`src/source/fas_pkg.sv`:
```
// sample and frame types, filter and framing sizes, low-pass FIR coefficient table
`default_nettype none

package fas_pkg;

  ////////////////////////////////////////////////////////////
  // datapath sizes
  ////////////////////////////////////////////////////////////

  localparam int sample_width = 16;  // signed Q8 in and out
  localparam int coef_width   = 20;  // signed Q16, 1.0 = 65536
  localparam int num_taps     = 32;
  localparam int acc_width    = 41;  // 36-bit products, 32 of them summed
  localparam int out_shift    = 16;  // Q24 sum back to Q8
  localparam int frame_len    = 16;  // samples per parallel frame

  // counter widths and terminal counts
  localparam int fill_width = $clog2(num_taps + 1);  // must hold num_taps itself
  localparam int lane_width = $clog2(frame_len);

  localparam logic [fill_width-1:0] full_count = fill_width'(num_taps);
  localparam logic [lane_width-1:0] last_lane  = lane_width'(frame_len - 1);

  ////////////////////////////////////////////////////////////
  // types
  ////////////////////////////////////////////////////////////

  typedef logic signed [sample_width-1:0] sample_t;

  // lane 0 holds the oldest sample of the frame
  typedef sample_t [frame_len-1:0] frame_t;

  ////////////////////////////////////////////////////////////
  // coefficients
  ////////////////////////////////////////////////////////////

  // index k weights the sample taken k valid cycles before the newest
  // symmetric about 15/16 so the response is linear phase
  localparam logic signed [coef_width-1:0] fir_coefs [num_taps] = '{
    20'hFFF9E, 20'hFFF86, 20'hFFFA7, 20'h0003B,  // outer side lobe
    20'h0014B, 20'h0024A, 20'h00222, 20'hFFFE4,
    20'hFFBC5, 20'hFF7CA, 20'hFF74E, 20'hFFD74,  // first negative lobe
    20'h00B1A, 20'h01DAC, 20'h02F9E, 20'h03AA9,  // main lobe rising
    20'h03AA9, 20'h02F9E, 20'h01DAC, 20'h00B1A,  // main lobe falling
    20'hFFD74, 20'hFF74E, 20'hFF7CA, 20'hFFBC5,
    20'hFFFE4, 20'h00222, 20'h0024A, 20'h0014B,
    20'h0003B, 20'hFFFA7, 20'hFFF86, 20'hFFF9E   // mirror of taps 0..3
  };

endpackage

`default_nettype wire

```
`src/source/frame_collector.sv`:
```
// serial-to-parallel frame assembly of filter outputs with a one-cycle frame strobe
`timescale 1ns/1ns
`default_nettype none

module frame_collector (
  input  logic             clk,
  input  logic             rst,
  input  logic             fir_valid,    // every high cycle carries one word
  input  fas_pkg::sample_t fir_d,
  output logic             frame_valid,  // single-cycle pulse per finished frame
  output fas_pkg::frame_t  frame_d       // lane 0 oldest, lane 15 newest
);

  ////////////////////////////////////////////////////////////
  // lane counter and staging frame
  ////////////////////////////////////////////////////////////

  logic [fas_pkg::lane_width-1:0] lane_cnt;  // lane for the next word
  fas_pkg::frame_t                stage;       // words of the frame in progress
  fas_pkg::frame_t                stage_next;  // stage with the current word dropped in

  always_comb begin
    stage_next           = stage;
    stage_next[lane_cnt] = fir_d;
  end

  always_ff @(posedge clk) begin
    if (fir_valid) begin
      stage <= stage_next;
    end
  end

  ////////////////////////////////////////////////////////////
  // publish
  ////////////////////////////////////////////////////////////

  always_ff @(posedge clk or posedge rst) begin
    if (rst) begin
      lane_cnt    <= '0;
      frame_valid <= 1'b0;
      frame_d     <= '0;
    end else begin
      frame_valid <= 1'b0;  // pulse lasts one cycle only
      if (fir_valid) begin
        if (lane_cnt == fas_pkg::last_lane) begin
          frame_d     <= stage_next;  // includes the 16th word taken this cycle
          frame_valid <= 1'b1;
          lane_cnt    <= '0;
        end else begin
          lane_cnt <= lane_cnt + 1'b1;
        end
      end else begin
        // a gap drops the partial frame
        // stale lanes in stage are all rewritten before the next publish
        lane_cnt <= '0;
      end
    end
  end

endmodule

`default_nettype wire

```
`config.mk`:
```
export PLATFORM = sky130hd
export DESIGN_NAME = frame_collector
export DESIGN_NICKNAME = d
export VERILOG_FILES = /design/src/source/fas_pkg.sv /design/src/source/frame_collector.sv
export SDC_FILE = /design/constraint.sdc
export NUM_CORES = 1
export LEC_CHECK = 0
export BUFFER_PORTS_ARGS = -buffer_cell sky130_fd_sc_hd__buf_2
export CORE_AREA = 2 2 224 182
export CTS_BUF_LIST = sky130_fd_sc_hd__clkbuf_16
export DETAILED_ROUTE_END_ITERATION = 8
export DIE_AREA = 0 0 226 184
export PLACE_DENSITY_LB_ADDON = 0.08
export SLEW_MARGIN = 20
export SYNTH_ARGS = -nofsm -noshare
export SYNTH_HDL_FRONTEND = slang
export SYNTH_SLANG_ARGS = --single-unit
```
`constraint.sdc`:
```
create_clock -name clk -period 7.75 [get_ports clk]
set_clock_uncertainty 0.05 [all_clocks]
set_input_delay 0 -clock clk [delete_from_list [all_inputs] [get_ports clk]]
set_output_delay 0 -clock clk [all_outputs]
set_load 0.01 [all_outputs]
```
==> run_results.csv, run 1 <==
group,metric,value,unit
final_layout,diodes,0,
outcome,run_status,"completed",
logic_synthesis,ys_types,29,
critical_path,startpoint_type,"flop",
routing,wirelength,51760,um
critical_path,cp-end-kind,"flop",
critical_path,arrival,3.68,ns
cts,clk_latency,0.57,ns
flow_run,maxCapViolations,0,
floorplanning,rows,65,
routing,ant_nets,0,
logic_synthesis,synth_top_cell_by_area,"edfxtp_1",
timing,rsz0062_at_grt,"false",
critical_path,cp.required,8.15,ns
logic_synthesis,postSynthAreaPerCell,10.92,sq um
floorplanning,core,39120,sq um
logic_synthesis,synth_top_area_share,35.55,%
timing,setup_viol,0,
critical_path,cp_max_fo,107,
logic_synthesis,ys_ff_latch,501,
logic_synthesis,yosys-top-cells-area,"edfxtp_1 36%, dfrtp_1 32%, nand2_1 15%",
grt,grt-ovfl-total,0,
floorplanning,initial_core_util,51.82,%
logic_synthesis,synth_most_common_cell,"nand2_1",
cts,clock_path_buffers,3,
routing,drtIter0Drc,1221,
logic_synthesis,syn_area,20270,sq um
timing,hold_viol,0,
logic_synthesis,syn_inst,1856,
final_layout,area_growth,15.34,%
critical_path,cp_slowest_stage_delay,0.85,ns
cts,numClockSinks,501,
place,gp_congestion,0.7414,
cts,htreeDepth,2,
final_layout,nets,2081,
grt,grt_max_degree,292,
critical_path,crit_slowest_cell,"buf_4",
logic_synthesis,ys_warn_count,0,
grt,antenna_found_initial,0,
final_layout,drive_gt1_share,20.39,%
logic_synthesis,async_flop_share,52.10,%
place,post-place-ws,4.315,ns
timing,fmax,304.3,MHz
floorplanning,die_y,184,um
timing,worst_slack,4.464,ns
logic_synthesis,synth-main-ff-cell,"dfrtp_1",
final_layout,fin_util,59.78,%
cts,cts_setup_buffers,0,
grt,gr-usage-met3,5.450,%
critical_path,path_cells,"ha_1, nand4_1, buf_4, buf_4, mux2_2",
critical_path,crit_type,"flop to flop",
cts,clockRootBuffer,"clkbuf_16",
floorplanning,boundaryPins,276,
hold_path,hold_path.class,"primary input to flop",
routing,vias,13840,
power_and_ir_drop,leakagePower,0.01130,uW
floorplanning,fp.dieArea,41580,sq um
routing,route.detailed.wl_per_inst,19.64,um
logic_synthesis,synth_edf_count,240,
critical_path,path_common_cell,"buf_4",
routing,first_pass_iters,5,
timing,fin_setup_tns,0,ns
timing,min_period_over_period,42.40,%
timing,fin_crit,3.286,ns
timing,tightest_slew,1.001,ns
power_and_ir_drop,power,5543,uW
grt,grt_pass1_wl,79490,um
timing,relSlewSlack,33.28,%
cts,cts_tree,"built",
place,numPortBuffers,275,
grt,grt_usage,25.21,%
logic_synthesis,netlist_top_cells_count,"816 x nand2_1, 261 x dfrtp_1, 240 x edfxtp_1",
critical_path,cp_top_family,"buffers and inverters",
cts,clk_transition_reported_paths,0.06,ns
timing,drv_slew,0,
grt,grt.busiest_layer,"met2",
cts,cts_made_buffers,50,
routing,drc_errors,0,
grt,grt_pass1_vias,13500,
power_and_ir_drop,vdd_drop_max,0.1397,mV
place,hpwl,30360,um
critical_path,r2r_setup_slack,4.46,ns
grt,met1_usage,36.55,%
routing,via_per_inst,5.254,
logic_synthesis,synth_fp_nets,1879,
floorplanning,die_w,226,um
grt,met2_usage,39.36,%
logic_synthesis,synth-seq-area-share,67.77,%
cts,post_cts_resized,0,
power_and_ir_drop,power-per-cell-area,237.0,nW/um^2
critical_path,cp_num_buf_inv,2,
==> cell usage in the layout, fill, tap and decap left out, types with 9 or more instances in the layout <==
cell type	count
clkbuf_16	53
dfrtp_1	260
edfxtp_1	240
inv_1	25
buf_4	9
buf_2	274
clkinv_1	12
o21ai_0	238
mux2i_1	48
nand2_1	816
mux2_2	64
==> cell families (layout without fill, tap and decap cells) <==
group                    after synthesis  count (layout)  share of synthesized area (%)
AO/OA/AOI/OAI                        243             243                          5.999
XOR/XNOR                               1               1                        0.04321
adder cells (fa/ha/maj)                4               4                         0.2469
buffers and inverters                146             389                          3.345
flip-flops                           501             501                          67.77
multiplexers                         112             112                          5.925
AND/OR/NAND/NOR                      849             849                          16.68
==> through the flow <==
step | instances | cell area [sq um] | hold slack [ns]
5_1_grt | 2635 | 23380 | 0.03573
3_5_place_dp | 2538 | 21790 | 0.1710
4_1_cts | 2634 | 23350 | 0.01973
6_report | 2635 | 23380 | 0.04225
3_3_place_gp | 2538 | 21790 | 0.1590
2_1_floorplan | 1856 | 20270 | 0.06250
==> sequential cells by signal, indices dropped and copies added, names as in the netlist <==
signal / count
frame_d: 256
lane_cnt: 4
frame_valid: 1
stage: 240
==> where the power goes <==
group	leakage, uW	total [uW]	switching [uW]	internal (uW)
combinational	0.00446	317	235	82.8
clock	0.000832	2280	995	1290
sequential	0.00600	2940	28.6	2910
total	0.0113	5540	1260	4280
==> layout make-up <==
| cell class | count | area [sq um] |
|---|---|---|
| clock buffer | 53 | 1326 |
| clock inverter | 40 | 209.0 |
| multi-input combinational | 1209 | 5857 |
| inverter | 6 | 30.03 |
| fill | 3323 | 15740 |
| sequential | 501 | 13740 |
| timing repair buffer | 290 | 1551 |
| tap | 536 | 670.6 |
==> path summary, 6_finish.rpt <==
path / cells past startpoint / end / startpoint
setup / recovery: 5 / frame_d[244]$_DFFE_PP0P_ / lane_cnt[0]$_DFF_PP0_
hold / removal: 3 / stage[140]$_DFFE_PP_ / fir_d[12]
setup reg to reg: 5 / frame_d[244]$_DFFE_PP0P_ / lane_cnt[0]$_DFF_PP0_
hold reg to reg: 2 / frame_d[86]$_DFFE_PP0P_ / frame_d[86]$_DFFE_PP0P_
max in group asynchronous: 4 / frame_d[123]$_DFFE_PP0P_ / rst
min in group asynchronous: 3 / frame_d[242]$_DFFE_PP0P_ / rst
==> what timing repair did <==
action | CTS | global route
endpoints found under the hold margin | 164 | 0
setup endpoints to repair | 0 | 0
hold buffers | 3 | 0
==> layer usage <==
metal / up-vias / routed length, um
li1: 6590 / -
met1: 6833 / 23840
met2: 358 / 23700
met3: 62 / 3334
met4: 0 / 882
met5: - / 0
==> worst register-to-register path, delay by kind of cell, from the launching register on <==
kind / cells / cell delay, ns
adders and majority gates: 1 / 0.35
buffers and inverters: 2 / 1.65
DFF: 1 / 0.41
muxes: 1 / 0.49
and+or+nand+nor: 1 / 0.22
Note: power is estimated with default switching activity, not from simulation.
==> run 2: changes to the inputs <==
==> constraint.sdc (replaced) <==
create_clock -name clk -period 2.8 [get_ports clk]
set_clock_uncertainty 0.05 [all_clocks]
set_input_delay 0 -clock clk [delete_from_list [all_inputs] [get_ports clk]]
set_output_delay 0 -clock clk [all_outputs]
set_load 0.01 [all_outputs]
==> run 2 against run 1 <==
Compared with the run above: register-to-register slack worse by 3.8 ns; hold slack lost 0.016 ns; sequential share of layout area down 0.63 points; clock power rose to 2.8 times the previous value; maximum frequency rose by 52%; critical path type unchanged; wire length increased by 0.28%.
==> run_results.csv, run 2 (same netlist as run 1, synthesis figures left out) <==
group,metric,value,unit
outcome,run_status,"completed",
routing,drc_errors,0,
place,gp_congestion,0.7752,
final_layout,nFillCells,3343,
grt,antenna_found_initial,0,
final_layout,regMostFlops,"frame_d",
routing,ant_nets,0,
timing,tightest_slew,0.8664,ns
final_layout,largestRegisters,"frame_d (256), stage (240), lane_cnt (4)",
floorplanning,die_y,184,um
final_layout,area_growth,16.58,%
final_layout,fin_cells,2653,
grt,grt-ovfl-total,0,
place,numPortBuffers,275,
routing,first_pass_iters,5,
timing,rsz0062_at_grt,"false",
power_and_ir_drop,pwr-share-comb,5.9,%
timing,drv_slew,0,
critical_path,cp-end-kind,"flop",
cts,postCtsHoldBufs,3,
cts,cts_made_buffers,50,
power_and_ir_drop,switching_share,22.92,%
timing,min_period_over_period,77.28,%
power_and_ir_drop,p_int,11880,uW
timing,holdWs,0.02594,ns
power_and_ir_drop,power_frac_seq,52.8,%
cts,clock_path_buffers,3,
final_layout,diodes,0,
cts,cts_tree,"built",
floorplanning,boundaryPins,276,
critical_path,crit_type,"flop to flop",
grt,grt_usage,25.08,%
cts,clockRootBuffer,"clkbuf_16",
power_and_ir_drop,p_clk_share,41.3,%
final_layout,largest_reg_flops,256,
floorplanning,fp.dieArea,41580,sq um
cts,cts_setup_buffers,0,
floorplanning,die_w,226,um
timing,hold_viol,0,
final_layout,drive_gt1_share,21.40,%
timing,fin_setup_tns,0,ns
place,dp.cells,2555,
power_and_ir_drop,leakagePower,0.01139,uW
grt,grt_pass1_vias,13370,
final_layout,mostFrequentLayoutCell,"nand2_1",
place,hpwl,31540,um
critical_path,cp.required,3.06,ns
routing,vias,14010,
flow_run,maxCapViolations,0,
grt,grt_max_degree,140,
grt,grt_pass1_wl,78790,um
routing,via_per_inst,5.279,
routing,wirelength,51910,um
timing,fmax,462.2,MHz
cts,post_cts_resized,0,
power_and_ir_drop,vdd_drop_max,0.4063,mV
power_and_ir_drop,power-per-cell-area,652.3,nW/um^2
timing,setup_viol,0,
power_and_ir_drop,power,15420,uW
cts,htreeDepth,2,
routing,drtIter0Drc,1233,
routing,route.detailed.wl_per_inst,19.57,um
cts,clk_latency,0.58,ns
floorplanning,core,39120,sq um
final_layout,layout_common_cells,"816 x nand2_1, 274 x buf_2, 261 x dfrtp_1",
floorplanning,initial_core_util,51.82,%
critical_path,arrival,2.43,ns
critical_path,cp_max_fo,16,
critical_path,startpoint_type,"flop",
hold_path,hold_path.class,"primary input to flop",
timing,fin_crit,2.164,ns
timing,relSlewSlack,42.24,%
floorplanning,rows,65,
final_layout,nets,2099,
cts,clk_transition_reported_paths,0.07,ns
power_and_ir_drop,switchingPower,3534,uW
cts,numClockSinks,501,
[run 2: per-stage QoR]
stage	area, sq um	worst slack (ns)	utilization, %
floorplan	20280	-0.6916	-
global placement	22040	0.7388	56.34
detailed placement	22040	0.6706	56.34
finish	23630	0.6362	60.42
global route	23630	0.4570	60.42
CTS	23600	0.6586	60.34
[run 2: critical path: stages, from the launching register on]
cell      delay, ns
dfrtp_1        0.41
inv_1          0.12
ha_1           0.39
nand3b_1       0.57
nand2_1        0.29
nand2_1        0.08
[run 2: worst paths after layout]
| kind | cells after the start | startpoint | slack [ns] | to |
|---|---|---|---|---|
| max | 5 | lane_cnt[0]$_DFF_PP0_ | 0.64 | stage[99]$_DFFE_PP_ |
| min | 3 | fir_d[10] | 0.03 | frame_d[202]$_DFFE_PP0P_ |
| max reg2reg | 5 | lane_cnt[0]$_DFF_PP0_ | 0.64 | stage[99]$_DFFE_PP_ |
| min reg2reg | 2 | frame_d[37]$_DFFE_PP0P_ | 0.42 | frame_d[37]$_DFFE_PP0P_ |
| max in group asynchronous | 6 | rst | 1.38 | frame_d[87]$_DFFE_PP0P_ |
| min in group asynchronous | 4 | rst | 0.48 | frame_d[243]$_DFFE_PP0P_ |
[run 2: routing by layer]
layer	track usage (%)	share of wire (%)	up-vias
met4	5.457	1.7	0
met1	37.43	47	6953
met5	0	0	-
met3	4.843	6.2	69
met2	38.34	45	370
li1	-	-	6613
[run 2: power by group through the flow]
stage	Clock, uW	Combinational (uW)	Sequential (uW)
final	6360	911	8140
after CTS	6460	913	8140
after detailed placement	0	908	8290
after floorplan	0	568	8270
after global placement	0	880	8280
after global routing	6760	1020	8170
[run 2: cell type report]
cell class / instances / area (sq um) / share of cell area [%]
Clock buffer: 51 / 1276 / 5.400
Clock inverter: 42 / 259.0 / 1.096
Tap cell: 536 / 670.6 / 2.838
Sequential cell: 501 / 13740 / 58.13
Inverter: 6 / 26.28 / 0.1112
Timing Repair Buffer: 308 / 1807 / 7.645
Multi-Input combinational cell: 1209 / 5857 / 24.78
==> run 3: changes to the inputs <==
--- a/config.mk
+++ b/config.mk
@@ -6,10 +6,10 @@
 export NUM_CORES = 1
 export LEC_CHECK = 0
 export BUFFER_PORTS_ARGS = -buffer_cell sky130_fd_sc_hd__buf_2
-export CORE_AREA = 2 2 224 182
+export CORE_AREA = 2 2 218 177
 export CTS_BUF_LIST = sky130_fd_sc_hd__clkbuf_16
 export DETAILED_ROUTE_END_ITERATION = 8
-export DIE_AREA = 0 0 226 184
+export DIE_AREA = 0 0 220 179
 export PLACE_DENSITY_LB_ADDON = 0.08
 export SLEW_MARGIN = 20
 export SYNTH_ARGS = -nofsm -noshare
==> constraint.sdc (replaced) <==
create_clock -name clk -period 2.25 [get_ports clk]
set_clock_uncertainty 0.05 [all_clocks]
set_input_delay 0 -clock clk [delete_from_list [all_inputs] [get_ports clk]]
set_output_delay 0 -clock clk [all_outputs]
set_load 0.01 [all_outputs]
==> run 3 against run 2 <==
Compared with the run above: flip-flop and latch count did not move; via count rose by 0.47%; wire length fell by 2.0%; critical path type unchanged; largest cell class unchanged; largest power group unchanged; highest routed layer unchanged.
==> run_results.csv, run 3 (same netlist as run 1, synthesis figures left out) <==
group,metric,value,unit
grt,grt-ovfl-total,0,
timing,setup_viol,0,
routing,route.detailed.wl_per_inst,19.31,um
critical_path,startpoint_type,"flop",
critical_path,arrival,2.43,ns
floorplanning,die_w,220,um
critical_path,r2r_setup_slack,0.20,ns
cts,clockRootBuffer,"clkbuf_16",
floorplanning,initial_core_util,54.10,%
grt,grt_pass1_wl,77450,um
cts,cts_tree,"built",
critical_path,cp.required,2.63,ns
floorplanning,die_y,179,um
routing,via_per_inst,5.340,
cts,clock_path_buffers,3,
power_and_ir_drop,power,18840,uW
floorplanning,rows,64,
critical_path,cp-end-kind,"flop",
cts,htreeDepth,2,
floorplanning,fp.dieArea,39380,sq um
timing,hold_viol,0,
outcome,run_status,"completed",
power_and_ir_drop,power-per-cell-area,792.7,nW/um^2
place,hpwl,31860,um
final_layout,regMostFlops,"frame_d",
flow_run,maxCapViolations,0,
timing,fin_crit,2.046,ns
timing,fmax,488.7,MHz
timing,tightest_slew,0.8051,ns
place,numPortBuffers,275,
cts,cts_made_buffers,49,
cts,numClockSinks,501,
final_layout,fin_util,63.41,%
routing,wirelength,50900,um
critical_path,path_cells,"ha_1, nand4_1, buf_4, buf_12, buf_4, nand2_1, o21ai_0",
final_layout,diodes,0,
hold_path,hold_path.class,"primary input to flop",
floorplanning,core,37480,sq um
cts,clk_latency,0.56,ns
critical_path,cp_top_family,"buffers and inverters",
timing,relSlewSlack,46.33,%
final_layout,largest_reg_flops,256,
grt,grt_max_degree,111,
power_and_ir_drop,leakagePower,0.01156,uW
cts,clk_transition_reported_paths,0.06,ns
critical_path,cp_num_buf_inv,3,
critical_path,crit_type,"flop to flop",
critical_path,crit_slowest_cell,"ha_1",
power_and_ir_drop,vdd_drop_max,0.5281,mV
place,gp_congestion,0.7708,
final_layout,largestRegisters,"frame_d (256), stage (240), lane_cnt (4)",
routing,first_pass_iters,5,
timing,fin_setup_tns,0,ns
critical_path,cp_slowest_stage_delay,0.41,ns
final_layout,mostFrequentLayoutCell,"nand2_1",
grt,grt_usage,26.01,%
timing,min_period_over_period,90.95,%
final_layout,layout_common_cells,"816 x nand2_1, 274 x buf_2, 261 x dfrtp_1",
routing,ant_nets,0,
timing,drv_slew,0,
routing,vias,14070,
floorplanning,boundaryPins,276,
grt,antenna_found_initial,1,
critical_path,cp_max_fo,36,
final_layout,drive_gt1_share,21.73,%
routing,drtIter0Drc,1229,
timing,rsz0062_at_grt,"false",
critical_path,path_common_cell,"buf_4",
final_layout,nets,2122,
final_layout,area_growth,17.23,%
grt,grt_pass1_vias,13330,
routing,drc_errors,0,
## run 3: timing repair
item / CTS / global route
hold buffers: 3 / 0
resized for setup: 0 / 0
endpoints found under the hold margin: 295 / 0
buffers inserted: 0 / 0
## run 3: routing by layer
metal	wire (um)	track usage, %	part of all wire, %
met5	0	0	0
met1	23220	39.22	46
met3	3522	4.546	6.9
met2	23300	39.70	46
met4	848	5.928	1.7
## run 3: path summary, 6_finish.rpt
path | end | start | depth (start not counted)
max reg2reg | frame_d[212]$_DFFE_PP0P_ | lane_cnt[1]$_DFF_PP0_ | 7
max in group asynchronous | frame_d[114]$_DFFE_PP0P_ | rst | 5
min reg2reg | frame_d[239]$_DFFE_PP0P_ | frame_d[239]$_DFFE_PP0P_ | 2
min in group asynchronous | frame_d[196]$_DFFE_PP0P_ | rst | 4
min | stage[47]$_DFFE_PP_ | fir_d[15] | 3
max | frame_d[212]$_DFFE_PP0P_ | lane_cnt[1]$_DFF_PP0_ | 7
## run 3: final cells by class
class / instances / area [sq um]
clock inverters: 41 / 188.9
inverters: 6 / 26.28
multi-input cells: 1209 / 5857
clock buffers: 51 / 1276
fillers: 3133 / 13710
repair buffers: 332 / 2059
well taps: 495 / 619.3
flip-flops and latches: 501 / 13740
## run 3: tightest hold or removal path, delay by kind of cell
kind          cells  cell delay, ns
simple gates      2            0.18
buf+inv           1            0.29
## run 3: per-stage QoR
stage / cells / setup slack, ns / cell area, sq um / hold slack (ns)
2_1_floorplan: 1856 / -1.242 / 20280 / 0.06250
3_3_place_gp: 2540 / 0.2311 / 22270 / 0.1414
3_5_place_dp: 2540 / 0.2047 / 22270 / 0.1428
4_1_cts: 2635 / 0.1845 / 23770 / 0.01726
5_1_grt: 2635 / 0.03670 / 23770 / 0.03542
6_report: 2635 / 0.2036 / 23770 / 0.03675
## run 3: power by group
| part | internal [uW] | total [uW] | switching, uW | leakage, uW |
|---|---|---|---|---|
| clock network | 4180 | 7540 | 3360 | 0.000817 |
| registers | 10000 | 10100 | 99.4 | 0.00600 |
| logic | 330 | 1160 | 833 | 0.00474 |
